[src/isa_pkg.sv]
`default_nettype none

package isa_pkg;

    typedef logic [31:0] word_t;
    typedef logic [4:0]  reg_t;
    typedef logic [5:0]  op_t;

    localparam int NUM_REGS = 32;

    // decoded op codes
    localparam op_t OP_NOP  = 6'd0;
    localparam op_t OP_ADD  = 6'd1;
    localparam op_t OP_SUB  = 6'd2;
    localparam op_t OP_AND  = 6'd3;
    localparam op_t OP_OR   = 6'd4;
    localparam op_t OP_LUI  = 6'd5;
    localparam op_t OP_BEQ  = 6'd6;
    localparam op_t OP_BNE  = 6'd7;
    localparam op_t OP_J    = 6'd8;
    localparam op_t OP_JAL  = 6'd9;
    localparam op_t OP_MULT = 6'd10;
    localparam op_t OP_DIV  = 6'd11;
    localparam op_t OP_MFHI = 6'd12;
    localparam op_t OP_MFLO = 6'd13;
    localparam op_t OP_MTHI = 6'd14;
    localparam op_t OP_MTLO = 6'd15;

    function automatic logic is_branch(input op_t op);
        return op == OP_BEQ || op == OP_BNE || op == OP_J || op == OP_JAL;
    endfunction

    // jal writes the link register
    function automatic logic writes_reg(input op_t op);
        return op == OP_ADD || op == OP_SUB || op == OP_AND || op == OP_OR ||
               op == OP_LUI || op == OP_JAL || op == OP_MFHI || op == OP_MFLO;
    endfunction

    function automatic logic is_muldiv(input op_t op);
        return op == OP_MULT || op == OP_DIV;
    endfunction

    function automatic logic writes_hilo(input op_t op);
        return op == OP_MULT || op == OP_DIV || op == OP_MTHI || op == OP_MTLO;
    endfunction

    function automatic logic reads_hilo(input op_t op);
        return op == OP_MFHI || op == OP_MFLO;
    endfunction

endpackage

`default_nettype wire

[src/operand_select.sv]
`timescale 1ns/1ps
`default_nettype none

module operand_select
    import isa_pkg::*;
(
    input  reg_t  raddr   [4],
    input  word_t rdata   [4],
    input  logic  wb_we   [2],
    input  reg_t  wb_addr [2],
    input  word_t wb_data [2],
    output word_t operand [4]
);

    always_comb begin
        for (int i = 0; i < 4; i++) begin
            operand[i] = rdata[i];
            // lane 1 checked last so it takes priority
            for (int w = 0; w < 2; w++) begin
                if (wb_we[w] && wb_addr[w] == raddr[i] && raddr[i] != '0) begin
                    operand[i] = wb_data[w];
                end
            end
        end
    end

endmodule

`default_nettype wire

[config.mk]
export PLATFORM = sky130hd
export DESIGN_NAME = operand_select
export DESIGN_NICKNAME = d
export VERILOG_FILES = /design/src/isa_pkg.sv /design/src/operand_select.sv
export SDC_FILE = /design/constraint.sdc
export NUM_CORES = 1
export LEC_CHECK = 0
export BUFFER_PORTS_ARGS = -buffer_cell sky130_fd_sc_hd__buf_2
export CORE_AREA = 2 2 136 138
export DETAILED_ROUTE_END_ITERATION = 10
export DIE_AREA = 0 0 138 140
export PLACE_DENSITY = 0.49
export SETUP_SLACK_MARGIN = 0.15
export SLEW_MARGIN = 5
export SYNTH_ARGS = -nofsm -noshare
export SYNTH_HDL_FRONTEND = slang
export SYNTH_SLANG_ARGS = --single-unit
[constraint.sdc]
create_clock -name vclk -period 2.9
set_input_delay 0.29 -clock vclk [all_inputs]
set_output_delay 0.29 -clock vclk [all_outputs]
set_load 0.02 [all_outputs]
==> metrics.yaml <==
status: "complete, no violations"
final_nets: 1082
syn_inst: 531
rsz0062_at_grt: "false"
yosys_warnings: 0
setup_viol: 0
vdd_drop_max_mv: 0.0620
worst_ep_required_time_ns: 2.61
n_fill_cell: 2090
drive_above_1_share_pct: 44.9
dp_hpwl_mm: 14.8
placed_cell_area_sq_um: 5190
grt_overflow: 0
critical_path_arrival_ns: 2.21
start_util_pct: 18.5
switchingPower_uw: 481
place_ws_ns: 0.112
grt_pass1_wl_mm: 27.3
power_frac_comb_pct: 100.0
final_cell_area_sq_um: 5200
final_max_slew_viol_count: 0
syn_to_final_growth_pct: 57.9
cp_max_fo: 17
slew_headroom_pct: 54.5
drc: 0
finalCritPeriodShare_pct: 86.3
portBuffers: 352
io-pin-count: 352
fin_util_pct: 29.2
p_sw_share_pct: 59.2
die_area_sq_um: 19300
final_common_cell: "buf_2"
layout.cells.most_common_list: "352 x buf_2, 157 x a21oi_1, 132 x nor2_1"
place.gp.congestion: 0.872
seqPwrFrac_pct: 0
vias_per_cell: 4.58
power.density_nw_per_um2: 156
antenna_left: 0
end_kind: "primary output"
synthDistinctLibCells: 18
dr.pass1.iters: 4
die_y_microns: 140
seqCellArea_sq_um: 0
p_int_uw: 332
synth_top_area_share_pct: 30.1
syn_area_sq_um: 3290
num_antenna_cells: 0
synth_nets: 755
endpoint: "operand[46]"
die_w_microns: 138
wl_mm: 18.3
rows: 49
fin_crit_ns: 2.50
cp-startpoint: "wb_addr[8]"
routedWlPerCell_microns: 16.8
grt_pass1_vias: 4814
avgSynthCellArea_sq_um: 6.20
grt_use_total_pct: 17.3
drt_iter0_drc: 167
power.share.clock_pct: 0
tightest_slew_ns: 0.680
cap_violations: 0
hold_class: "in2out"
ys_top_cells_by_area: "mux2i_1 30%, a21oi_1 24%, nor2_1 15%"
fmaxAchievable_mhz: 400
ys_seq_area_share_pct: 0
seq_cell_count: 0
fin_ws_ns: 0.397
yosysTopAreaCell: "mux2i_1"
coreArea_sq_um: 17800
startpoint_type: "input port"
clockBufferCount: 0
antenna_found_initial: 1
p_leak_nw: 2.48
grt_max_degree: 43
vias: 4974
hold_viol_final: 0
crit_type: "in2out"
timing.setup.tns_ns: 0
-- stage by stage --
step | std cells | power [mW] | hold slack (ns)
final | 1085 | 0.813 | 0.918
after global routing | 1085 | 0.877 | 0.931
after CTS | 1085 | 0.817 | 0.918
after detailed placement | 1085 | 0.813 | 0.918
after global placement | 1085 | 0.811 | 0.915
after floorplan | 531 | 0.427 | 0.753
-- cell usage after synthesis, drive strengths merged --
master and instances:
a21oi 157, nor2 132, mux2i 99, buf 42, nand2 32, xnor2 28, xor2 12, nand4 7
or4 7, clkbuf 6, nor4 3, or3 3, nor3 2, o211ai 1
-- power groups by stage --
stage	logic [mW]	clock network [mW]	registers, mW
floorplan	0.427	0	0
global placement	0.811	0	0
detailed placement	0.813	0	0
CTS	0.817	0	0
global route	0.877	0	0
finish	0.813	0	0
-- worst max-delay path, stage by stage --
cell	delay [ns]
buf_2	0.13
xnor2_1	0.19
o211ai_2	0.15
nor3_4	0.61
buf_4	0.38
a21oi_1	0.11
a21oi_1	0.15
buf_2	0.18
-- per-layer routing --
metal / track usage [%] / wire length (microns) / vias to the layer above / share of wire [%]
met5: 0 / 13 / - / 0.071
met4: 2.42 / 224 / 2 / 1.2
met3: 1.81 / 1030 / 18 / 5.7
met2: 31.8 / 9120 / 224 / 50
met1: 22.2 / 7870 / 2223 / 43
li1: - / - / 2507 / -
-- worst min-delay path by stage --
stage                   to  cells past startpoint      start
5_1_grt        operand[36]                      4  rdata[36]
3_5_place_dp   operand[33]                      4  rdata[33]
6_report       operand[38]                      4  rdata[38]
3_3_place_gp   operand[38]                      4  rdata[38]
2_1_floorplan  operand[32]                      2  rdata[32]
4_1_cts        operand[48]                      4  rdata[48]
-- cell families after synthesis --
family | Yosys count | synth area share, %
AOI/OAI and AO/OA | 158 | 24.2
xor gates and xnor gates | 40 | 10.6
buffers and inverters | 48 | 10.5
muxes | 99 | 30.1
and+or+nand+nor | 186 | 24.5
-- what timing repair did --
action | 4_1_cts | 5_1_grt
setup buffers | 0 | 0
resized for setup | 1 | 0
endpoints found under the setup margin | 17 | 0
hold buffers | 0 | 0
-- area by class of cell --
cell class	instances	area, sq um	share of cell area, %
Timing Repair Buffer	373	1940	37.4
Tap cell	229	287	5.51
Multi-Input combinational cell	483	2970	57.1
Power figures use the tool's default switching activity.
