[src/isa_pkg.sv]
`default_nettype none

package isa_pkg;

    typedef logic [31:0] word_t;
    typedef logic [4:0]  reg_t;
    typedef logic [5:0]  op_t;

    localparam int NUM_REGS = 32;

    // decoded op codes
    localparam op_t OP_NOP  = 6'd0;
    localparam op_t OP_ADD  = 6'd1;
    localparam op_t OP_SUB  = 6'd2;
    localparam op_t OP_AND  = 6'd3;
    localparam op_t OP_OR   = 6'd4;
    localparam op_t OP_LUI  = 6'd5;
    localparam op_t OP_BEQ  = 6'd6;
    localparam op_t OP_BNE  = 6'd7;
    localparam op_t OP_J    = 6'd8;
    localparam op_t OP_JAL  = 6'd9;
    localparam op_t OP_MULT = 6'd10;
    localparam op_t OP_DIV  = 6'd11;
    localparam op_t OP_MFHI = 6'd12;
    localparam op_t OP_MFLO = 6'd13;
    localparam op_t OP_MTHI = 6'd14;
    localparam op_t OP_MTLO = 6'd15;

    function automatic logic is_branch(input op_t op);
        return op == OP_BEQ || op == OP_BNE || op == OP_J || op == OP_JAL;
    endfunction

    // jal writes the link register
    function automatic logic writes_reg(input op_t op);
        return op == OP_ADD || op == OP_SUB || op == OP_AND || op == OP_OR ||
               op == OP_LUI || op == OP_JAL || op == OP_MFHI || op == OP_MFLO;
    endfunction

    function automatic logic is_muldiv(input op_t op);
        return op == OP_MULT || op == OP_DIV;
    endfunction

    function automatic logic writes_hilo(input op_t op);
        return op == OP_MULT || op == OP_DIV || op == OP_MTHI || op == OP_MTLO;
    endfunction

    function automatic logic reads_hilo(input op_t op);
        return op == OP_MFHI || op == OP_MFLO;
    endfunction

endpackage

`default_nettype wire

[src/reg_file.sv]
`timescale 1ns/1ps
`default_nettype none

module reg_file
    import isa_pkg::*;
(
    input  logic  clk,
    input  logic  rst_n,
    input  reg_t  raddr [4],
    output word_t rdata [4],
    input  logic  we    [2],
    input  reg_t  waddr [2],
    input  word_t wdata [2]
);

    word_t regs [NUM_REGS];

    always_ff @(posedge clk) begin
        if (!rst_n) begin
            for (int i = 0; i < NUM_REGS; i++) begin
                regs[i] <= '0;
            end
        end else begin
            // port 1 written last, wins on a clash
            for (int p = 0; p < 2; p++) begin
                if (we[p] && waddr[p] != '0) begin
                    regs[waddr[p]] <= wdata[p];
                end
            end
        end
    end

    always_comb begin
        for (int i = 0; i < 4; i++) begin
            rdata[i] = (raddr[i] == '0) ? '0 : regs[raddr[i]];
        end
    end

    zero_reg_a: assert property (@(posedge clk) disable iff (!rst_n)
        (we[0] && waddr[0] == '0) || (we[1] && waddr[1] == '0) |=> regs[0] == '0)
        else $error("register 0 modified");

endmodule

`default_nettype wire
[config.mk]
export PLATFORM = sky130hd
export DESIGN_NAME = reg_file
export DESIGN_NICKNAME = d
export VERILOG_FILES = /design/src/isa_pkg.sv /design/src/reg_file.sv
export SDC_FILE = /design/constraint.sdc
export NUM_CORES = 2
export LEC_CHECK = 0
export BUFFER_PORTS_ARGS = -buffer_cell sky130_fd_sc_hd__buf_4
export CORE_MARGIN = 10
export CORE_UTILIZATION = 40
export DETAILED_ROUTE_END_ITERATION = 12
export PLACE_DENSITY = 0.62
export SLEW_MARGIN = 20
export SYNTH_ARGS = -nofsm -noshare
export SYNTH_HDL_FRONTEND = slang
export SYNTH_SLANG_ARGS = --single-unit
export TNS_END_PERCENT = 100
[constraint.sdc]
create_clock -name clk -period 2.4 [get_ports clk]
set_input_delay 0 -clock clk [delete_from_list [all_inputs] [get_ports clk]]
set_output_delay 0 -clock clk [all_outputs]
set_load 0.1 [all_outputs]
==> impl_metrics.tcl <==
set metrics [dict create \
    clk_pin_slew_ns 0.07 \
    grt_pass1_vias 62800 \
    setup_viol 128 \
    first_iter_violations 12000 \
    io_buffers 225 \
    post_drt_via_cell_ratio 7.97 \
    wirelength_um 407000 \
    cp_data_arrival_time_ns 2.90 \
    dp_slack_ns -0.515 \
    setup.worst_path.class "flip-flop to output pin" \
    netlist.top_cell.by_area "edfxtp_1" \
    min_to "regs[1][20]$_DFFE_PP_" \
    leakagePower_nw 33.8 \
    clockBufferDepth 3 \
    ys_seq_elements 1024 \
    fin_crit_sh_pct 121 \
    hold_path_depth 5 \
    start_util_pct 40.3 \
    max_freq_mhz 345 \
    die_w_um 452 \
    end_kind "output pin" \
    synthArstFlopShare_pct 0 \
    largest_register "regs" \
    postPlaceCellArea_um2 87900 \
    synth_warnings 0 \
    synth-seq-area-share_pct 41.1 \
    violations "setup timing" \
    powerDensity_nw_per_um2 619 \
    maxSlewHeadroom_pct 12.7 \
    layout_commonest_cell "edfxtp_1" \
    syn-instance-count 5222 \
    grt_usage_pct 38.2 \
    die_y_um 452 \
    cts_sinks 1024 \
    hp-class "input pin to flip-flop" \
    drive_gt1_share_pct 50.1 \
    core_area_um2 186000 \
    grt_max_degree 39 \
    cts_tree "yes" \
    grt_antenna_before_repair 20 \
    core.rowCount 158 \
    synth_top_cell_area_share_pct 41.1 \
    area_growth_pct 31.3 \
    htreeDepth 3 \
    crit_fanout 3 \
    drtAntennaViolNets 0 \
    final_cell_mix "edfxtp_1, a22o_1, mux4_2, buf_4, buf_12" \
    syn-cell-area_um2 74700 \
    vias 66600 \
    crit_required_ns 2.40 \
    largest_reg_flops 1024 \
    synth.avg_cell_area_um2 14.3 \
    drcViolationCount 0 \
    outcome "finished, violations left" \
    die_area_um2 205000 \
    top_regs "regs x1024" \
    finalMaxSlewViolations 0 \
    vdd.ir_drop.worst_uv 583 \
    grt_pass1_wl_um 544000 \
    period_minus_slack_ns 2.90 \
    hold_violations 0 \
    gp_congestion 1.04 \
    ys.flop_type "edfxtp_1" \
    ys_types 45 \
    synth_edf_count 1024 \
    final_area_um2 98100 \
    hold_start "waddr[5]" \
    grt_setup_unrepaired "true" \
    ys_top_cells_by_area "edfxtp_1, mux4_2, a22o_1" \
    numCtsBuffers 117 \
    start_kind "flip-flop" \
    io_pins 226 \
    dr.pass1.iters 6 \
    dp_hpwl_um 272000 \
    drv_cap 0 \
    fin_ws_ns -0.498 \
    root_buffer "clkbuf_16" \
    finalNetCount 5864 \
    overflow 0 \
    worst_pin_slew_ns 1.31 \
    wl_per_cell_um 48.7 \
]
## power breakdown
part           switching [mW]  internal [mW]
combinational            10.9           7.38
sequential               1.15           20.8
clock                    8.55           12.0
total                    20.6           40.1
## critical path, cell delays in order, from the launching register on
cell and delay, ns:
edfxtp_1 0.42, mux4_2 0.48, nor2b_4 0.15, a211oi_4 0.55, buf_4 0.23, a311oi_4 0.05, buf_12 0.21
## cell type report
class / count / area [um^2]
Clock inverter: 92 / 1280
Antenna cell: 13 / 32.5
Sequential cell: 1024 / 30700
Timing Repair Buffer: 1197 / 13800
Inverter: 5 / 28.8
Clock buffer: 129 / 2990
Multi-Input combinational cell: 3421 / 46200
Fill cell: 14900 / 87500
Tap cell: 2480 / 3100
## layer usage
metal / GRT usage [%] / part of all wire, % / up-vias
met5: 1.49 / 0.24 / -
met4: 24.3 / 8.0 / 29
met3: 20.5 / 18 / 1548
met2: 52.5 / 41 / 7219
met1: 46.3 / 33 / 34000
li1: - / - / 23900
## metrics by stage
step                std cells  total power [mW]  hold slack, ns  TNS, ns  utilization (%)
floorplan                5253              31.3           0.202   -0.120                -
global placement         8010              37.5           0.602    -6.17             47.4
detailed placement       8012              37.7           0.608    -5.48             47.4
CTS                      8336              59.4           0.111   -29.78             52.1
global route             8357              61.3           0.214   -29.33             52.8
finish                   8361              60.7           0.142   -30.85             52.9
## synthesized netlist by cell type (all sizes together), types with 10 or more instances
master	number
edfxtp	1024
a22o	992
mux4	896
clkbuf	533
buf	270
mux2i	256
o21ai	223
nor2b	136
a211oi	128
a22oi	128
a311oi	128
mux2	128
nand2	96
a221oi	95
nor2	60
o2111ai	33
nand3b	28
nor3b	10
## kinds of logic after synthesis
logic type	count (synthesis)	synth area share (%)
other	1	0.00502
multiplexers	1280	32.4
flip-flops	1024	41.1
AND/OR/NAND/NOR	375	2.99
buffers and inverters	808	4.76
AO/OA/AOI/OAI	1734	18.7
## how the worst max path moves through the flow
stage	start	endpoint	slack (ns)	cells after the start
floorplan	raddr[1]	rdata[29]	-0.12	7
global placement	raddr[0]	rdata[28]	-0.53	9
detailed placement	raddr[0]	rdata[28]	-0.51	9
CTS	regs[6][15]$_DFFE_PP_	rdata[111]	-0.40	7
global route	regs[2][28]$_DFFE_PP_	rdata[28]	-0.46	6
finish	regs[2][28]$_DFFE_PP_	rdata[28]	-0.50	6
## timing repair
| action | 4_1_cts | 5_1_grt |
|---|---|---|
| gates cloned | 0 | 0 |
| hold buffers | 97 | 0 |
| pin swaps | 155 | 107 |
| gates resized for setup | 940 | 265 |
| endpoints found under the setup margin | 128 | 128 |
| buffers inserted | 34 | 26 |
| hold endpoints to repair | 992 | 0 |
No activity file was read; power rests on OpenSTA's default activity.
