File: config.mk
export PLATFORM = sky130hd
export DESIGN_NAME = issue_queue
export DESIGN_NICKNAME = d
export VERILOG_FILES = /design/src/isa_pkg.sv /design/src/issue_pkg.sv /design/src/issue_queue.sv
export SDC_FILE = /design/constraint.sdc
export NUM_CORES = 2
export LEC_CHECK = 0
export BUFFER_PORTS_ARGS = -buffer_cell sky130_fd_sc_hd__buf_2
export CAP_MARGIN = 20
export CORE_MARGIN = 8
export CORE_UTILIZATION = 50
export DETAILED_ROUTE_END_ITERATION = 16
export PLACE_DENSITY = 0.67
export SYNTH_ARGS = -nofsm -noshare
export SYNTH_HDL_FRONTEND = slang
export SYNTH_SLANG_ARGS = --single-unit
File: constraint.sdc
create_clock -name clk -period 13.7 [get_ports clk]
set_clock_uncertainty 0.2 [all_clocks]
set_input_delay 2.055 -clock clk [delete_from_list [all_inputs] [get_ports clk]]
set_output_delay 2.055 -clock clk [all_outputs]
set_load 0.1 [all_outputs]
File: src/isa_pkg.sv
`default_nettype none

package isa_pkg;

    typedef logic [31:0] word_t;
    typedef logic [4:0]  reg_t;
    typedef logic [5:0]  op_t;

    localparam int NUM_REGS = 32;

    // decoded op codes
    localparam op_t OP_NOP  = 6'd0;
    localparam op_t OP_ADD  = 6'd1;
    localparam op_t OP_SUB  = 6'd2;
    localparam op_t OP_AND  = 6'd3;
    localparam op_t OP_OR   = 6'd4;
    localparam op_t OP_LUI  = 6'd5;
    localparam op_t OP_BEQ  = 6'd6;
    localparam op_t OP_BNE  = 6'd7;
    localparam op_t OP_J    = 6'd8;
    localparam op_t OP_JAL  = 6'd9;
    localparam op_t OP_MULT = 6'd10;
    localparam op_t OP_DIV  = 6'd11;
    localparam op_t OP_MFHI = 6'd12;
    localparam op_t OP_MFLO = 6'd13;
    localparam op_t OP_MTHI = 6'd14;
    localparam op_t OP_MTLO = 6'd15;

    function automatic logic is_branch(input op_t op);
        return op == OP_BEQ || op == OP_BNE || op == OP_J || op == OP_JAL;
    endfunction

    // jal writes the link register
    function automatic logic writes_reg(input op_t op);
        return op == OP_ADD || op == OP_SUB || op == OP_AND || op == OP_OR ||
               op == OP_LUI || op == OP_JAL || op == OP_MFHI || op == OP_MFLO;
    endfunction

    function automatic logic is_muldiv(input op_t op);
        return op == OP_MULT || op == OP_DIV;
    endfunction

    function automatic logic writes_hilo(input op_t op);
        return op == OP_MULT || op == OP_DIV || op == OP_MTHI || op == OP_MTLO;
    endfunction

    function automatic logic reads_hilo(input op_t op);
        return op == OP_MFHI || op == OP_MFLO;
    endfunction

endpackage

`default_nettype wire

File: src/issue_pkg.sv
`default_nettype none

package issue_pkg;

    localparam int QUEUE_DEPTH = 16;
    localparam int QUEUE_IDX_W = 4;

    // pc, op, rdst, ra1, ra2, imm
    localparam int ENTRY_W = 32 + 6 + 5 + 5 + 5 + 32;

    // free slots below this raise overflow
    localparam int QUEUE_MIN_FREE = 3;

    typedef logic [QUEUE_IDX_W-1:0] qidx_t;
    typedef logic [ENTRY_W-1:0]     entry_t;

endpackage

`default_nettype wire

File: src/issue_queue.sv
`timescale 1ns/1ps
`default_nettype none

module issue_queue
    import isa_pkg::*;
    import issue_pkg::*;
(
    input  logic  clk,
    input  logic  rst_n,
    input  logic  flush,
    input  logic  stall,
    input  logic  dec_valid  [2],
    input  word_t dec_pc     [2],
    input  op_t   dec_op     [2],
    input  reg_t  dec_rdst   [2],
    input  reg_t  dec_ra1    [2],
    input  reg_t  dec_ra2    [2],
    input  word_t dec_imm    [2],
    input  logic  issue_en   [2],
    output logic  cand_valid [2],
    output word_t cand_pc    [2],
    output op_t   cand_op    [2],
    output reg_t  cand_rdst  [2],
    output reg_t  cand_ra1   [2],
    output reg_t  cand_ra2   [2],
    output word_t cand_imm   [2],
    output logic  overflow
);

    entry_t mem [QUEUE_DEPTH];
    qidx_t  head;
    qidx_t  tail;
    logic [QUEUE_IDX_W:0] count;

    entry_t dec_entry  [2];
    entry_t cand_entry [2];
    logic   cand_vld   [2];
    logic   dec_iss    [2];
    logic   enq        [2];
    logic [1:0] n_pop;
    logic [1:0] n_enq;
    qidx_t  slot1;

    assign overflow = count > (QUEUE_IDX_W + 1)'(QUEUE_DEPTH - QUEUE_MIN_FREE);

    always_comb begin
        for (int i = 0; i < 2; i++) begin
            dec_entry[i] = {dec_pc[i], dec_op[i], dec_rdst[i],
                            dec_ra1[i], dec_ra2[i], dec_imm[i]};
        end
    end

    // the two oldest, with decode filling in behind a short queue
    always_comb begin
        if (count == '0) begin
            cand_entry[0] = dec_entry[0];
            cand_entry[1] = dec_entry[1];
            cand_vld[0]   = dec_valid[0];
            cand_vld[1]   = dec_valid[1];
        end else if (count == 1) begin
            cand_entry[0] = mem[head];
            cand_entry[1] = dec_entry[0];
            cand_vld[0]   = 1'b1;
            cand_vld[1]   = dec_valid[0];
        end else begin
            cand_entry[0] = mem[head];
            cand_entry[1] = mem[qidx_t'(head + 1'b1)];
            cand_vld[0]   = 1'b1;
            cand_vld[1]   = 1'b1;
        end
    end

    always_comb begin
        for (int i = 0; i < 2; i++) begin
            cand_valid[i] = cand_vld[i] & ~flush;
            {cand_pc[i], cand_op[i], cand_rdst[i],
             cand_ra1[i], cand_ra2[i], cand_imm[i]} = cand_entry[i];
        end
    end

    // split issued lanes into queue pops and direct decode issues
    always_comb begin
        dec_iss[0] = 1'b0;
        dec_iss[1] = 1'b0;
        n_pop      = 2'd0;
        if (count == '0) begin
            dec_iss[0] = issue_en[0];
            dec_iss[1] = issue_en[1];
        end else if (count == 1) begin
            dec_iss[0] = issue_en[1];
            n_pop      = {1'b0, issue_en[0]};
        end else begin
            n_pop = {1'b0, issue_en[0]} + {1'b0, issue_en[1]};
        end
    end

    always_comb begin
        for (int i = 0; i < 2; i++) begin
            enq[i] = dec_valid[i] & ~dec_iss[i] & ~flush & ~overflow;
        end
        n_enq = {1'b0, enq[0]} + {1'b0, enq[1]};
        // lane 1 lands behind lane 0 only if lane 0 was queued too
        slot1 = enq[0] ? qidx_t'(tail + 1'b1) : tail;
    end

    always_ff @(posedge clk) begin
        if (!rst_n) begin
            head  <= '0;
            tail  <= '0;
            count <= '0;
        end else if (flush) begin
            head  <= tail;
            count <= '0;
        end else begin
            head  <= head + n_pop;
            tail  <= tail + n_enq;
            count <= count + n_enq - n_pop;
        end
    end

    always_ff @(posedge clk) begin
        if (enq[0]) begin
            mem[tail] <= dec_entry[0];
        end
        if (enq[1]) begin
            mem[slot1] <= dec_entry[1];
        end
    end

    occupancy_a: assert property (@(posedge clk) disable iff (!rst_n)
        count <= QUEUE_DEPTH)
        else $error("issue queue occupancy above depth");

    // back-pressure holds the tail for the whole cycle
    no_enq_on_overflow_a: assert property (@(posedge clk) disable iff (!rst_n)
        overflow |=> tail == $past(tail))
        else $error("enqueue while overflow");

    stall_hold_a: assert property (@(posedge clk) disable iff (!rst_n)
        stall && !flush |=> head == $past(head))
        else $error("head moved during stall");

endmodule

`default_nettype wire

==> out/results.tsv <==
metric	value	unit
WL final	255000	um
drt pass-1 iters	5	
synth warn	0	
min cycle time layout	8.30	ns
Avg Cell Area, Syn	17.6	um^2
post-synthesis cell type count	61	
Final Hold Violating Endpoints	0	
initial core utilization	50.1	%
Slew Limit Fails	0	
area share of the largest cell type after synthesis	49.6	%
die span in x	422	um
clock sink count	1373	
Max Clk Rate	121	MHz
num ports	351	
peak supply drop	0.000362	V
Flop pwr share	26.9	%
wire per inst	36.2	um
GP Congestion	0.789	
worst slack at placement	6.11	ns
sequential area share after synthesis	50.0	%
largest cells by area after synthesis	edfxtp_1 (50%), mux4_2 (23%), mux2_2 (19%)	
GRT overflow	0	
Syn-to-layout area delta	9.86	%
CTS tree	built	
total of max-cap violations	0	
number of synthesized register bits	1373	
hold wc startpoint	tail[3]	
outcome	completed	
Fill cells	12895	
most common cell in the netlist	mux2_2	
EDFF count, synth	1360	
Root Driver	clkbuf_16	
switching pwr	8.56	mW
pin count of the biggest net entering global routing	149	
cts hold-fix bufs	0	
GR Util All Layers	28.1	%
Final Instance Area	90400	um^2
Port Buffer Count	349	
Area after DPL	85500	um^2
core footprint	164000	um^2
Hold Slack	0.433	ns
worst-skew pair later-pin latency	0.78	ns
RSZ-0062 raised after global routing	false	
setup TNS	0	ns
Net Sw Frac	47.2	%
Die Y	422	um
Post-Route Utilization	55.0	%
period utilisation layout	60.5	%
Crit. End Element	primary output	
Post-DP HPWL	129000	um
Pint	9.58	mW
Synth Instances	4664	
Final WS setup	5.40	ns
CTS clk-pin slew, worst paths	0.06	ns
Least-Margin Pin Slew	1.26	ns
vias in the first global route	50470	
Die ar.	178000	um^2
layout cells sized above 1	61.1	%
Setup Fix Bufs, Post-CTS	0	
Final nets	4914	
top cells by count, synth	mux2_2 (1,403), edfxtp_1 (1,360), mux4_2 (850)	
Top FF cell, synth	edfxtp_1	
CTS Buf Count	159	
first-pass GRT wire length	367000	um
Hold Path Class	reg2reg	
mapped cell area	82300	um^2
vias per cell	6.92	
Syn Nets	4865	
R2R cell count	7	
reg-to-reg endpoint	mem[10][5]	
Residual DRC	0	
startpoint types	register	
Rows	149	
Final Setup Violations	0	
Vias	48690	
Clock Path Buffers	3	
CP Class	reg2out	
Worst Path Arrival	6.04	ns
post-route antenna net violation count	0	
Crit path required time	11.44	ns
Reg-to-Reg Start	count[0]	
FFs w/ async S/R, synth	0	%
WHS Endpoint	head[3]	
Clock Power Share	22.2	%
Leak Pwr	28.2	nW
initial antenna violation count	45	
DRT iter0 DRCs	5364	
CP max FO	62	
combinational share of power	50.8	%
worst hold path stage count	3	
CTS H-tree lvls	4	
Rel. slew slack	16.0	%
area leader, netlist	edfxtp_1	
setup slack, reg-to-reg	8.17	ns
Post-CTS Resized	0	
pwr/cell area	201	nW/um^2
==> layout by cell type, fill, tap and decap left out, types with 12 or more instances in the layout <==
master / n
mux2_2: 1403
edfxtp_1: 1360
mux4_2: 850
buf_2: 349
clkbuf_16: 167
nand2_1: 103
o21ai_0: 89
mux2i_1: 86
buf_4: 72
clkbuf_1: 46
mux2_1: 43
clkinv_1: 33
diode_2: 22
clkinv_2: 21
buf_12: 20
inv_1: 18
ha_1: 18
nor2_1: 12
==> layout make-up <==
type / count / area (um^2) / area share, %
multi-input cells: 2718 / 38900 / 43.0
repair buffers: 442 / 2720 / 3.00
well taps: 2189 / 2740 / 3.03
diodes: 22 / 55.1 / 0.0609
clock buffers: 213 / 4350 / 4.82
inverters: 19 / 71.3 / 0.0789
flip-flops and latches: 1373 / 41100 / 45.5
clock inverters: 65 / 440 / 0.487
==> cell families after synthesis <==
kind of cell | synth area share [%]
compound gates | 1.34
xor+xnor | 0.106
fa+ha+maj | 0.386
buf+inv | 3.17
flops | 50.0
mux | 44.1
simple gates | 0.881
==> worst max path at each step <==
stage / cells after the start / from / end
6_report: 7 / head[0] / cand_pc[34]
5_1_grt: 7 / head[0] / cand_pc[34]
4_1_cts: 7 / head[0] / cand_pc[34]
3_5_place_dp: 7 / head[0] / cand_pc[34]
3_3_place_gp: 7 / head[0] / cand_pc[33]
2_1_floorplan: 6 / issue_en[0] / mem[10][0]
==> flip-flops by register name, summed over array words and instances (netlist names) <==
register  count
count         5
head          4
mem        1360
tail          4
==> worst max-delay path, cell delays in order, from the launching register on <==
cell,delay (ns)
dfxtp_4,0.78
buf_4,0.80
buf_4,0.89
buf_4,0.90
mux4_2,0.62
mux4_2,0.49
mux2_2,0.32
buf_2,0.31
==> power groups by stage <==
stage | clock network, mW | registers, mW | logic, mW
after global routing | 4.23 | 4.90 | 9.52
after detailed placement | 0 | 4.97 | 9.26
after global placement | 0 | 4.97 | 9.24
after floorplan | 0 | 4.94 | 7.33
final | 4.03 | 4.89 | 9.22
after CTS | 4.08 | 4.89 | 9.28
==> metal layers <==
metal  part of all wire [%]  track usage, %  vias up
li1                       -               -    19616
met1                     39            37.2    26174
met2                     49            46.6     2393
met3                    7.7            4.63      499
met4                    4.0            11.1        8
met5                  0.022               0        -
==> through the flow <==
stage | power [mW] | instances
after floorplan | 12.3 | 4664
after global placement | 14.2 | 6740
after detailed placement | 14.2 | 6741
after CTS | 18.3 | 7019
after global routing | 18.7 | 7034
final | 18.1 | 7041
Power figures use the tool's default switching activity.
