`src/isa_pkg.sv`:
```
`default_nettype none

package isa_pkg;

    typedef logic [31:0] word_t;
    typedef logic [4:0]  reg_t;
    typedef logic [5:0]  op_t;

    localparam int NUM_REGS = 32;

    // decoded op codes
    localparam op_t OP_NOP  = 6'd0;
    localparam op_t OP_ADD  = 6'd1;
    localparam op_t OP_SUB  = 6'd2;
    localparam op_t OP_AND  = 6'd3;
    localparam op_t OP_OR   = 6'd4;
    localparam op_t OP_LUI  = 6'd5;
    localparam op_t OP_BEQ  = 6'd6;
    localparam op_t OP_BNE  = 6'd7;
    localparam op_t OP_J    = 6'd8;
    localparam op_t OP_JAL  = 6'd9;
    localparam op_t OP_MULT = 6'd10;
    localparam op_t OP_DIV  = 6'd11;
    localparam op_t OP_MFHI = 6'd12;
    localparam op_t OP_MFLO = 6'd13;
    localparam op_t OP_MTHI = 6'd14;
    localparam op_t OP_MTLO = 6'd15;

    function automatic logic is_branch(input op_t op);
        return op == OP_BEQ || op == OP_BNE || op == OP_J || op == OP_JAL;
    endfunction

    // jal writes the link register
    function automatic logic writes_reg(input op_t op);
        return op == OP_ADD || op == OP_SUB || op == OP_AND || op == OP_OR ||
               op == OP_LUI || op == OP_JAL || op == OP_MFHI || op == OP_MFLO;
    endfunction

    function automatic logic is_muldiv(input op_t op);
        return op == OP_MULT || op == OP_DIV;
    endfunction

    function automatic logic writes_hilo(input op_t op);
        return op == OP_MULT || op == OP_DIV || op == OP_MTHI || op == OP_MTLO;
    endfunction

    function automatic logic reads_hilo(input op_t op);
        return op == OP_MFHI || op == OP_MFLO;
    endfunction

endpackage

`default_nettype wire

```
`src/pair_check.sv`:
```
`timescale 1ns/1ps
`default_nettype none

module pair_check
    import isa_pkg::*;
(
    input  logic stall,
    input  logic cand_valid [2],
    input  op_t  cand_op    [2],
    input  reg_t cand_rdst  [2],
    input  reg_t cand_ra1   [2],
    input  reg_t cand_ra2   [2],
    output logic issue_en   [2],
    output logic slot_mark
);

    logic br0;
    logic raw_hazard;
    logic muldiv_pair;
    logic hilo_hazard;
    logic lane1_ok;

    assign br0 = is_branch(cand_op[0]);

    // a delay slot may read the link register written by jal
    assign raw_hazard = writes_reg(cand_op[0]) && cand_rdst[0] != '0 && !br0 &&
                        (cand_rdst[0] == cand_ra1[1] || cand_rdst[0] == cand_ra2[1]);

    assign muldiv_pair = is_muldiv(cand_op[0]) && is_muldiv(cand_op[1]);
    assign hilo_hazard = writes_hilo(cand_op[0]) && reads_hilo(cand_op[1]);

    assign lane1_ok = cand_valid[1] && !is_branch(cand_op[1]) &&
                      !raw_hazard && !muldiv_pair && !hilo_hazard;

    // branch waits until its slot can go along
    assign issue_en[0] = cand_valid[0] && !stall && (!br0 || lane1_ok);
    assign issue_en[1] = issue_en[0] && lane1_ok;
    assign slot_mark   = br0 && issue_en[1];

endmodule

`default_nettype wire

```
`config.mk`:
```
export PLATFORM = sky130hd
export DESIGN_NAME = pair_check
export DESIGN_NICKNAME = d
export VERILOG_FILES = /design/src/isa_pkg.sv /design/src/pair_check.sv
export SDC_FILE = /design/constraint.sdc
export NUM_CORES = 1
export LEC_CHECK = 0
export BUFFER_PORTS_ARGS = -buffer_cell sky130_fd_sc_hd__buf_2
export CAP_MARGIN = 20
export CORE_AREA = 2 2 39 41
export DETAILED_ROUTE_END_ITERATION = 10
export DIE_AREA = 0 0 41 43
export GPL_ROUTABILITY_DRIVEN = 1
export PLACE_DENSITY = 0.7
export RECOVER_POWER = 100
export SYNTH_ARGS = -nofsm -noshare
export SYNTH_HDL_FRONTEND = slang
export SYNTH_SLANG_ARGS = --single-unit
```
`constraint.sdc`:
```
create_clock -name vclk -period 5.4
set_clock_uncertainty 0.1 [all_clocks]
set_input_delay 1.35 -clock vclk [all_inputs]
set_output_delay 1.35 -clock vclk [all_outputs]
set_load 0.005 [all_outputs]
```
==> results of run 1 <==
## area by class of cell
type               count  share of cell area
inverters              1            0.008876
multi-input cells     35              0.5651
well taps             16             0.04734
repair buffers        32              0.3787
## layer usage
layer	vias to the layer above	routed length, um	GRT usage
li1	194	-	-
met2	18	339	0.1375
met3	0	66	0
met1	148	279	0.1139
met5	-	0	0
met4	0	0	0
## cells in the mapped netlist, drive strengths merged (2+ instances only)
master,n
nand3,2
o21ai,2
nand2,3
xnor2,10
nor2b,2
nor2,6
## kinds of logic after synthesis
group	after synthesis
AO/OA/AOI/OAI	9
XOR/XNOR	10
buffers and inverters	1
AND/OR/NAND/NOR	16
## worst max-delay path by stage
stage            startpoint           to  slack [ns]  cells past startpoint
4_1_cts        cand_rdst[6]  issue_en[0]        1.41                      5
3_5_place_dp   cand_rdst[6]  issue_en[0]        1.41                      5
3_3_place_gp   cand_rdst[6]  issue_en[0]        1.41                      5
6_report         cand_op[8]  issue_en[1]        1.34                      6
2_1_floorplan  cand_rdst[6]  issue_en[0]        1.69                      3
5_1_grt          cand_op[8]  issue_en[1]        1.15                      6
## power groups by stage
stage,combinational (uW),sequential [uW],clock [uW]
2_1_floorplan,14.2,0,0
3_3_place_gp,29.5,0,0
3_5_place_dp,29.8,0,0
4_1_cts,29.9,0,0
5_1_grt,32.6,0,0
6_report,28.8,0,0
## per-stage QoR
step	utilization	setup WS (ns)	cell area (um2)	instances	hold slack (ns)
2_1_floorplan	-	1.693	250.2	36	2.760
3_3_place_gp	0.3110	1.413	430.4	84	2.964
3_5_place_dp	0.3110	1.413	430.4	84	2.953
4_1_cts	0.3110	1.405	430.4	84	2.956
5_1_grt	0.3056	1.154	422.9	84	2.998
6_report	0.3056	1.341	422.9	84	2.955
## worst max-delay path, cell delays in order
cell and delay, ns:
buf_2 0.12, o21ai_0 0.17, a22oi_1 0.11, o41ai_1 0.55, o21ai_0 0.17, clkbuf_2 0.15
==> summary.md, run 1 <==
| Metric | Value |
|---|---|
| Sequential fraction of design power | 0 |
| Final Critical Period | about 4.1 ns |
| Int Pwr | 16.85 uW |
| Final hold vios | 0 |
| Worst-Margin Slew | 0.5644 ns |
| Clock network power share | 0 |
| ANT nets after route | 0 |
| Final setup fails | 0 |
| XOR/XNOR Fraction of Synth Area | 0.3500 |
| Setup Fix Bufs, Post-CTS | 0 |
| Syn_area_per_cell | 6.951 um2 |
| Gpl congestion | roughly 0.64 |
| Ports | 48 |
| Lkg Pwr | 0.0001970 uW |
| Die ar. | 0.001763 mm2 |
| Fmax | roughly 250 MHz |
| Most common cell after layout, fill and taps aside | buf_2 |
| Post-synthesis mux area share | 0 |
| Rel. slew slack | 0.6188 |
| Layout clock buffers | 0 |
| Unrepaired setup endpoints after global routing | no |
| Period utilization | 0.7517 |
| Storage cell area | 0 um2 |
| Multi-input logic area | 239.0 um2 |
| Simple logic cell fraction of the synthesized area | 0.3100 |
| Maximum VDD drop | 0.01755 mV |
| Cells after synthesis | 36 |
| Num sequential | 0 |
| CP endpoint kind | output port |
| CP Launch Type | input pin |
| Post-synthesis adder-cell area fraction | 0 |
| Status | complete, no violations |
| Total grt overflow | 0 |
| Largest net degree at the start of global routing | 5 |
| Setup TNS | 0 ns |
| Initial core utilization | 0.1808 |
| Register area share after synthesis | 0 |
| Slew Viols, Final | 0 |
| Hold path depth | 4 |
| PortBufs | 32 |
| Power per cell area | 68.22 mW/mm2 |
| Logic gate share of total power | 1.000 |
| Cts hold-fix bufs | 0 |
| Global-route wire length before repair | 1055 um |
| NetSw | 12.00 uW |
| Initial antenna violation count | 0 |
| WL per Instance | ~8.2 um |
| Largest family of logic cells by synthesized area | XOR/XNOR gates |
| Maximum Capacitance Violations | 0 |
| Hold wc startpoint | cand_op[10] |
| Die span in y | 43 um |
| FILL cells | 150 |
| Critical Path RT | 3.95 ns |
| Chip Width | around 41 um |
| Vias in the first global route | roughly 310 |
| Final net count | approximately 120 |
| Synth Area in Compound Gates | 0.3250 |
| Final Routed Wirelength | between 600 and 700 um |
| DRC | 0 |
| Total chip power | 28.85 uW |
| Post-synth top area share | 0.3500 |
| Core Box Area | 0.001384 mm2 |
| Via count | 360 |
| Hold endpoint | issue_en[0] |
| Layout cell share with drive strength beyond 1 | 0.4853 |
| Vias per cell | 4.286 |
| Post-DP HPWL | between 600 and 700 um |
| Largest cells by area after synthesis | xnor2_1 (35%), nor2_1 (9.0%), a41oi_2 (6.5%) |
| Total track usage | 0.07992 |
| Post-Synthesis Cell Area | 250.2 um2 |
| Post-synth net total | 81 |
| Crit path arrival time | 2.61 ns |
| Most frequent cells in the layout | buf_2 (30), xnor2_1 (10), nor2_1 (6) |
| Class of the worst hold path | in -> out |
| CP Class | in -> out |
| Area Growth Syn to Fin | 69.00% |
| Switch share | 0.4160 |
| Starting DRC count in detailed routing | 1 |
| Yosys top cell by area | xnor2_1 |
| N_diodes | 0 |
| Yosys Warn Count | 0 |
| CP Max Fanout | 4 |
| Post-synth cell types | 17 |
| Post-CTS Resized | 0 |
| Row cnt | 14 |
| DRT Pass-1 Iters | 2 |
No activity file was read; power rests on OpenSTA's default activity.
==> run 2, diff against run 1 <==
- PLACE_DENSITY: 0.7 -> 0.73
- clock period: 5.4 -> 3.7 ns (I/O delays scaled with it)
==> run 2 against run 1 <==
  * First-iteration DRC count unchanged
  * Highest routed layer unchanged
  * Worst setup slack worse by 0.88 ns
  * Sequential share of layout area unchanged
  * Largest cell class unchanged
  * Combinational power up 49%
  * Hold slack worse by 0.84 ns
  * Wire length up 8.5%
  * Cell count unchanged
  * Non-clock buffer count unchanged
  * Core utilization down 0.090 points
  * Count of clock-buffer cells in the layout unchanged
  * Critical path depth unchanged
  * Die area unchanged
==> summary.md, run 2 (synthesis gave the netlist of run 1 again) <==
| Metric | Value |
|---|---|
| Status | complete, no violations |
| GR Util met1 | 0.09494 |
| Unrepaired setup endpoints after global routing | no |
| Num sequential | 0 |
| Core Box Area | 0.001384 mm2 |
| Final net count | 115 |
| Storage cell area | 0 um2 |
| Area Growth Syn to Fin | 68.50% |
| Slowest CP cell | o41ai_1 |
| Initial core utilization | 0.1808 |
| Slew Viols, Final | 0 |
| Gr busiest metal | met2 |
| PortBufs | 32 |
| ANT nets after route | 0 |
| Placed cell area | 430.4 um2 |
| Final Critical Period | 3.236 ns |
| Rel. slew slack | 0.6124 |
| Total grt overflow | 0 |
| DRC | 0 |
| Class of the worst hold path | in -> out |
| CP max stage delay | 0.55 ns |
| Row cnt | 14 |
| WL per Instance | 8.845 um |
| Final Routed Wirelength | 743 um |
| Post-CTS Resized | 0 |
| Maximum VDD drop | 0.02670 mV |
| Die span in y | about 43 um |
| Design Area, Final | ~420 um2 |
| Global-route wire length before repair | 1138 um |
| CP Launch Type | input pin |
| Final setup fails | 0 |
| CP Max Fanout | 4 |
| Vias per cell | around 4.4 |
| Setup TNS | 0 ns |
| Initial antenna violation count | 0 |
| DRT Pass-1 Iters | 4 |
| Vias in the first global route | 322 |
| Ports | 48 |
| Starting DRC count in detailed routing | 1 |
| Total chip power | between 40 and 50 uW |
| Maximum Capacitance Violations | 0 |
| Total track usage | 0.08492 |
| Most common cell after layout, fill and taps aside | buf_2 |
| Layout clock buffers | 0 |
| Most frequent cells in the layout | buf_2 (30), xnor2_1 (10), nor2_1 (6) |
| Via count | 367 |
| Met2 global-route usage | 0.1719 |
| FILL cells | 150 |
| Cell Chain, Critical Path | buf_2, o21ai_0, a22oi_1, o41ai_1, o21ai_0, clkbuf_2 |
| Worst path most repeated cell | o21ai_0 |
| Setup Fix Bufs, Post-CTS | 0 |
| Lkg Pwr | 0.0001936 uW |
| Final hold vios | 0 |
| Period utilization | 0.8746 |
| Power per cell area | a little over 100 mW/mm2 |
| Chip Width | 41 um |
| CP endpoint kind | output port |
| Worst-Margin Slew | between 0.5 and 0.6 ns |
| Cts hold-fix bufs | 0 |
| Die ar. | 0.001763 mm2 |
| Routing usage on met3 | 0 |
| Critical Path RT | 2.67 ns |
| CP Class | in -> out |
| Pre-CTS WS | 0.5686 ns |
| Post-route setup slack | 0.4640 ns |
| N_diodes | 0 |
| Crit path arrival time | 2.21 ns |
| Gpl congestion | 0.6344 |
| Largest net degree at the start of global routing | 5 |
| Fmax | roughly 310 MHz |
| Layout cell share with drive strength beyond 1 | 0.4706 |
run 2: layer usage:
| layer | vias up | wire [um] |
|---|---|---|
| li1 | 195 | - |
| met2 | 20 | 365 |
| met3 | 0 | 86 |
| met1 | 152 | 291 |
| met4 | 0 | 0 |
| met5 | - | 0 |
run 2: final timing paths:
kind | startpoint | end | depth (start not counted)
setup / recovery | cand_op[8] | issue_en[1] | 6
hold / removal | cand_valid[1] | issue_en[1] | 4
run 2: cell type report:
| cell class | instances | area, um2 | area share |
|---|---|---|---|
| multi-input cells | 35 | 239.0 | 0.5668 |
| repair buffers | 32 | 158.9 | 0.3769 |
| well taps | 16 | 20.02 | 0.04748 |
| inverters | 1 | 3.754 | 0.008902 |
run 2: stage by stage:
| step | util | hold slack (ns) | std cells |
|---|---|---|---|
| CTS | 0.3110 | 2.107 | 84 |
| detailed placement | 0.3110 | 2.104 | 84 |
| finish | 0.3047 | 2.117 | 84 |
| global placement | 0.3110 | 2.115 | 84 |
| floorplan | - | 1.910 | 36 |
| global route | 0.3047 | 2.157 | 84 |
run 2: critical path: cells and delay by family:
kind	cells	cell delay [ns]
AOI/OAI and AO/OA	4	1.01
buffers and inverters	2	0.27
run 2: power by group:
part	switching, uW	internal [uW]
Clock	0	0
Combinational	18.4	24.5
Sequential	0	0
Total	18.4	24.5
==> run 3, diff against run 2 <==
- CELL_PAD_IN_SITES_DETAIL_PLACEMENT: default -> 0
- CELL_PAD_IN_SITES_GLOBAL_PLACEMENT: default -> 1
- CORE_AREA: 2 2 39 41 -> default
- CORE_UTILIZATION: default -> 13
- DIE_AREA: 0 0 41 43 -> default
- PLACE_DENSITY: 0.73 -> 0.87
==> run 3 against run 2 <==
  * Via count increased by 0.82%
  * Count of clock-buffer cells in the layout unchanged
  * Sequential cell count stayed put
  * Total power rose by 0.28%
  * Global-route usage down 1.2 points
  * Core utilization decreased by 6.0 points
==> summary.md, run 3 (synthesis gave the netlist of run 1 again) <==
| Metric | Value |
|---|---|
| Final net count | 115 |
| Buffers & Inverters on Critical Path | 2 |
| Stages on worst setup path | 6 |
| Unrepaired setup endpoints after global routing | no |
| Slew Viols, Final | 0 |
| Die span in y | 45.88 um |
| Num sequential | 0 |
| Crit path arrival time | between 2 and 2.5 ns |
| ANT nets after route | 0 |
| Lkg Pwr | 0.0001905 uW |
| Fmax | 311.4 MHz |
| Post-CTS Resized | 0 |
| Sequential fraction of design power | 0 |
| WL per Instance | roughly 8.6 um |
| CP startpoint | cand_op[8] |
| CP Launch Type | input pin |
| Most common cell after layout, fill and taps aside | buf_2 |
| Initial antenna violation count | 0 |
| Vias per cell | 3.978 |
| Storage cell area | 0 um2 |
| Most frequent cells in the layout | buf_2 (30), xnor2_1 (10), nor2_1 (6) |
| Vias in the first global route | 319 |
| Hold wc startpoint | cand_valid[1] |
| Initial core utilization | 0.1418 |
| Maximum VDD drop | 0.02586 mV |
| Worst-Margin Slew | 0.5708 ns |
| Hold path depth | 4 |
| Global-route wire length before repair | 1145 um |
| DRT Pass-1 Iters | 2 |
| N_diodes | 0 |
| Final Critical Period | ~3.2 ns |
| PortBufs | 32 |
| Int Pwr | ~24 uW |
| Area Growth Syn to Fin | 72.50% |
| Period utilization | 0.8679 |
| Total grt overflow | 0 |
| Largest net degree at the start of global routing | 5 |
| Crit-path leading delay family | compound AO/OA/AOI/OAI gates |
| Switch share | 0.4350 |
| Core Box Area | 0.001764 mm2 |
| Cts hold-fix bufs | 0 |
| Gpl congestion | between 0.7 and 0.8 |
| Power per cell area | 99.58 mW/mm2 |
| Class of the worst hold path | in -> out |
| Clock network power share | 0 |
| Setup Fix Bufs, Post-CTS | 0 |
| CP endpoint kind | output port |
| CP Class | in -> out |
| Final Routed Wirelength | 801 um |
| Starting DRC count in detailed routing | 1 |
| CP max stage delay | 0.55 ns |
| Ports | 48 |
| Total track usage | 0.07327 |
| Status | complete, no violations |
| Post-DP HPWL | about 740 um |
| Maximum Capacitance Violations | 0 |
| Logic gate share of total power | 1.000 |
| Die ar. | about 0.0021 mm2 |
| Slowest CP cell | o41ai_1 |
| Chip Width | approximately 46 um |
| Final hold vios | 0 |
| Setup TNS | 0 ns |
| Layout clock buffers | 0 |
| CP Max Fanout | 4 |
| Via count | 370 |
| Rel. slew slack | 0.6145 |
| Cell Chain, Critical Path | buf_2, o21ai_0, a22oi_1, o41ai_1, o21ai_0, clkbuf_1 |
| Row cnt | 15 |
| Worst path most repeated cell | o21ai_0 |
| Total chip power | 42.99 uW |
| Final setup fails | 0 |
| NetSw | 18.70 uW |
| DRC | 0 |
| Critical Path RT | 2.67 ns |
| Layout cell share with drive strength beyond 1 | 0.4559 |
## run 3: metal layers
metal	vias to the layer above	track usage	part of all wire
met1	159	0.08605	0.41
met5	-	0	0
met3	0	0	0.061
li1	194	-	-
met4	0	0	0
met2	17	0.1521	0.53
## run 3: cell type report
type | instances | area, um2
Fill cell | 225 | 1333
Multi-Input combinational cell | 35 | 239.0
Timing Repair Buffer | 32 | 157.7
Tap cell | 25 | 31.28
Inverter | 1 | 3.754
## run 3: path summary, 6_finish.rpt
check | endpoint
worst max-delay path | issue_en[1]
worst min-delay path | issue_en[1]
## run 3: tightest hold or removal path, delay by kind of cell
family	cells	cell delay (ns)
AND/OR/NAND/NOR	1	0.07
buffers and inverters	2	0.19
AO/OA/AOI/OAI	1	0.08
## run 3: power by group through the flow
stage               Clock, uW  Combinational (uW)  Sequential, uW
CTS                         0                44.7               0
floorplan                   0                20.7               0
global placement            0                43.4               0
global route                0                47.8               0
detailed placement          0                44.5               0
finish                      0                43.0               0
## run 3: per-stage QoR
stage	util	setup slack [ns]	hold WS (ns)	cells	instance area (um2)
3_5_place_dp	0.2504	0.5534	2.112	93	441.7
3_3_place_gp	0.2504	0.5483	2.117	93	441.7
4_1_cts	0.2504	0.5455	2.115	93	441.7
2_1_floorplan	-	0.8428	1.910	36	250.2
6_report	0.2447	0.4889	2.094	93	431.7
5_1_grt	0.2447	0.3145	2.142	93	431.7
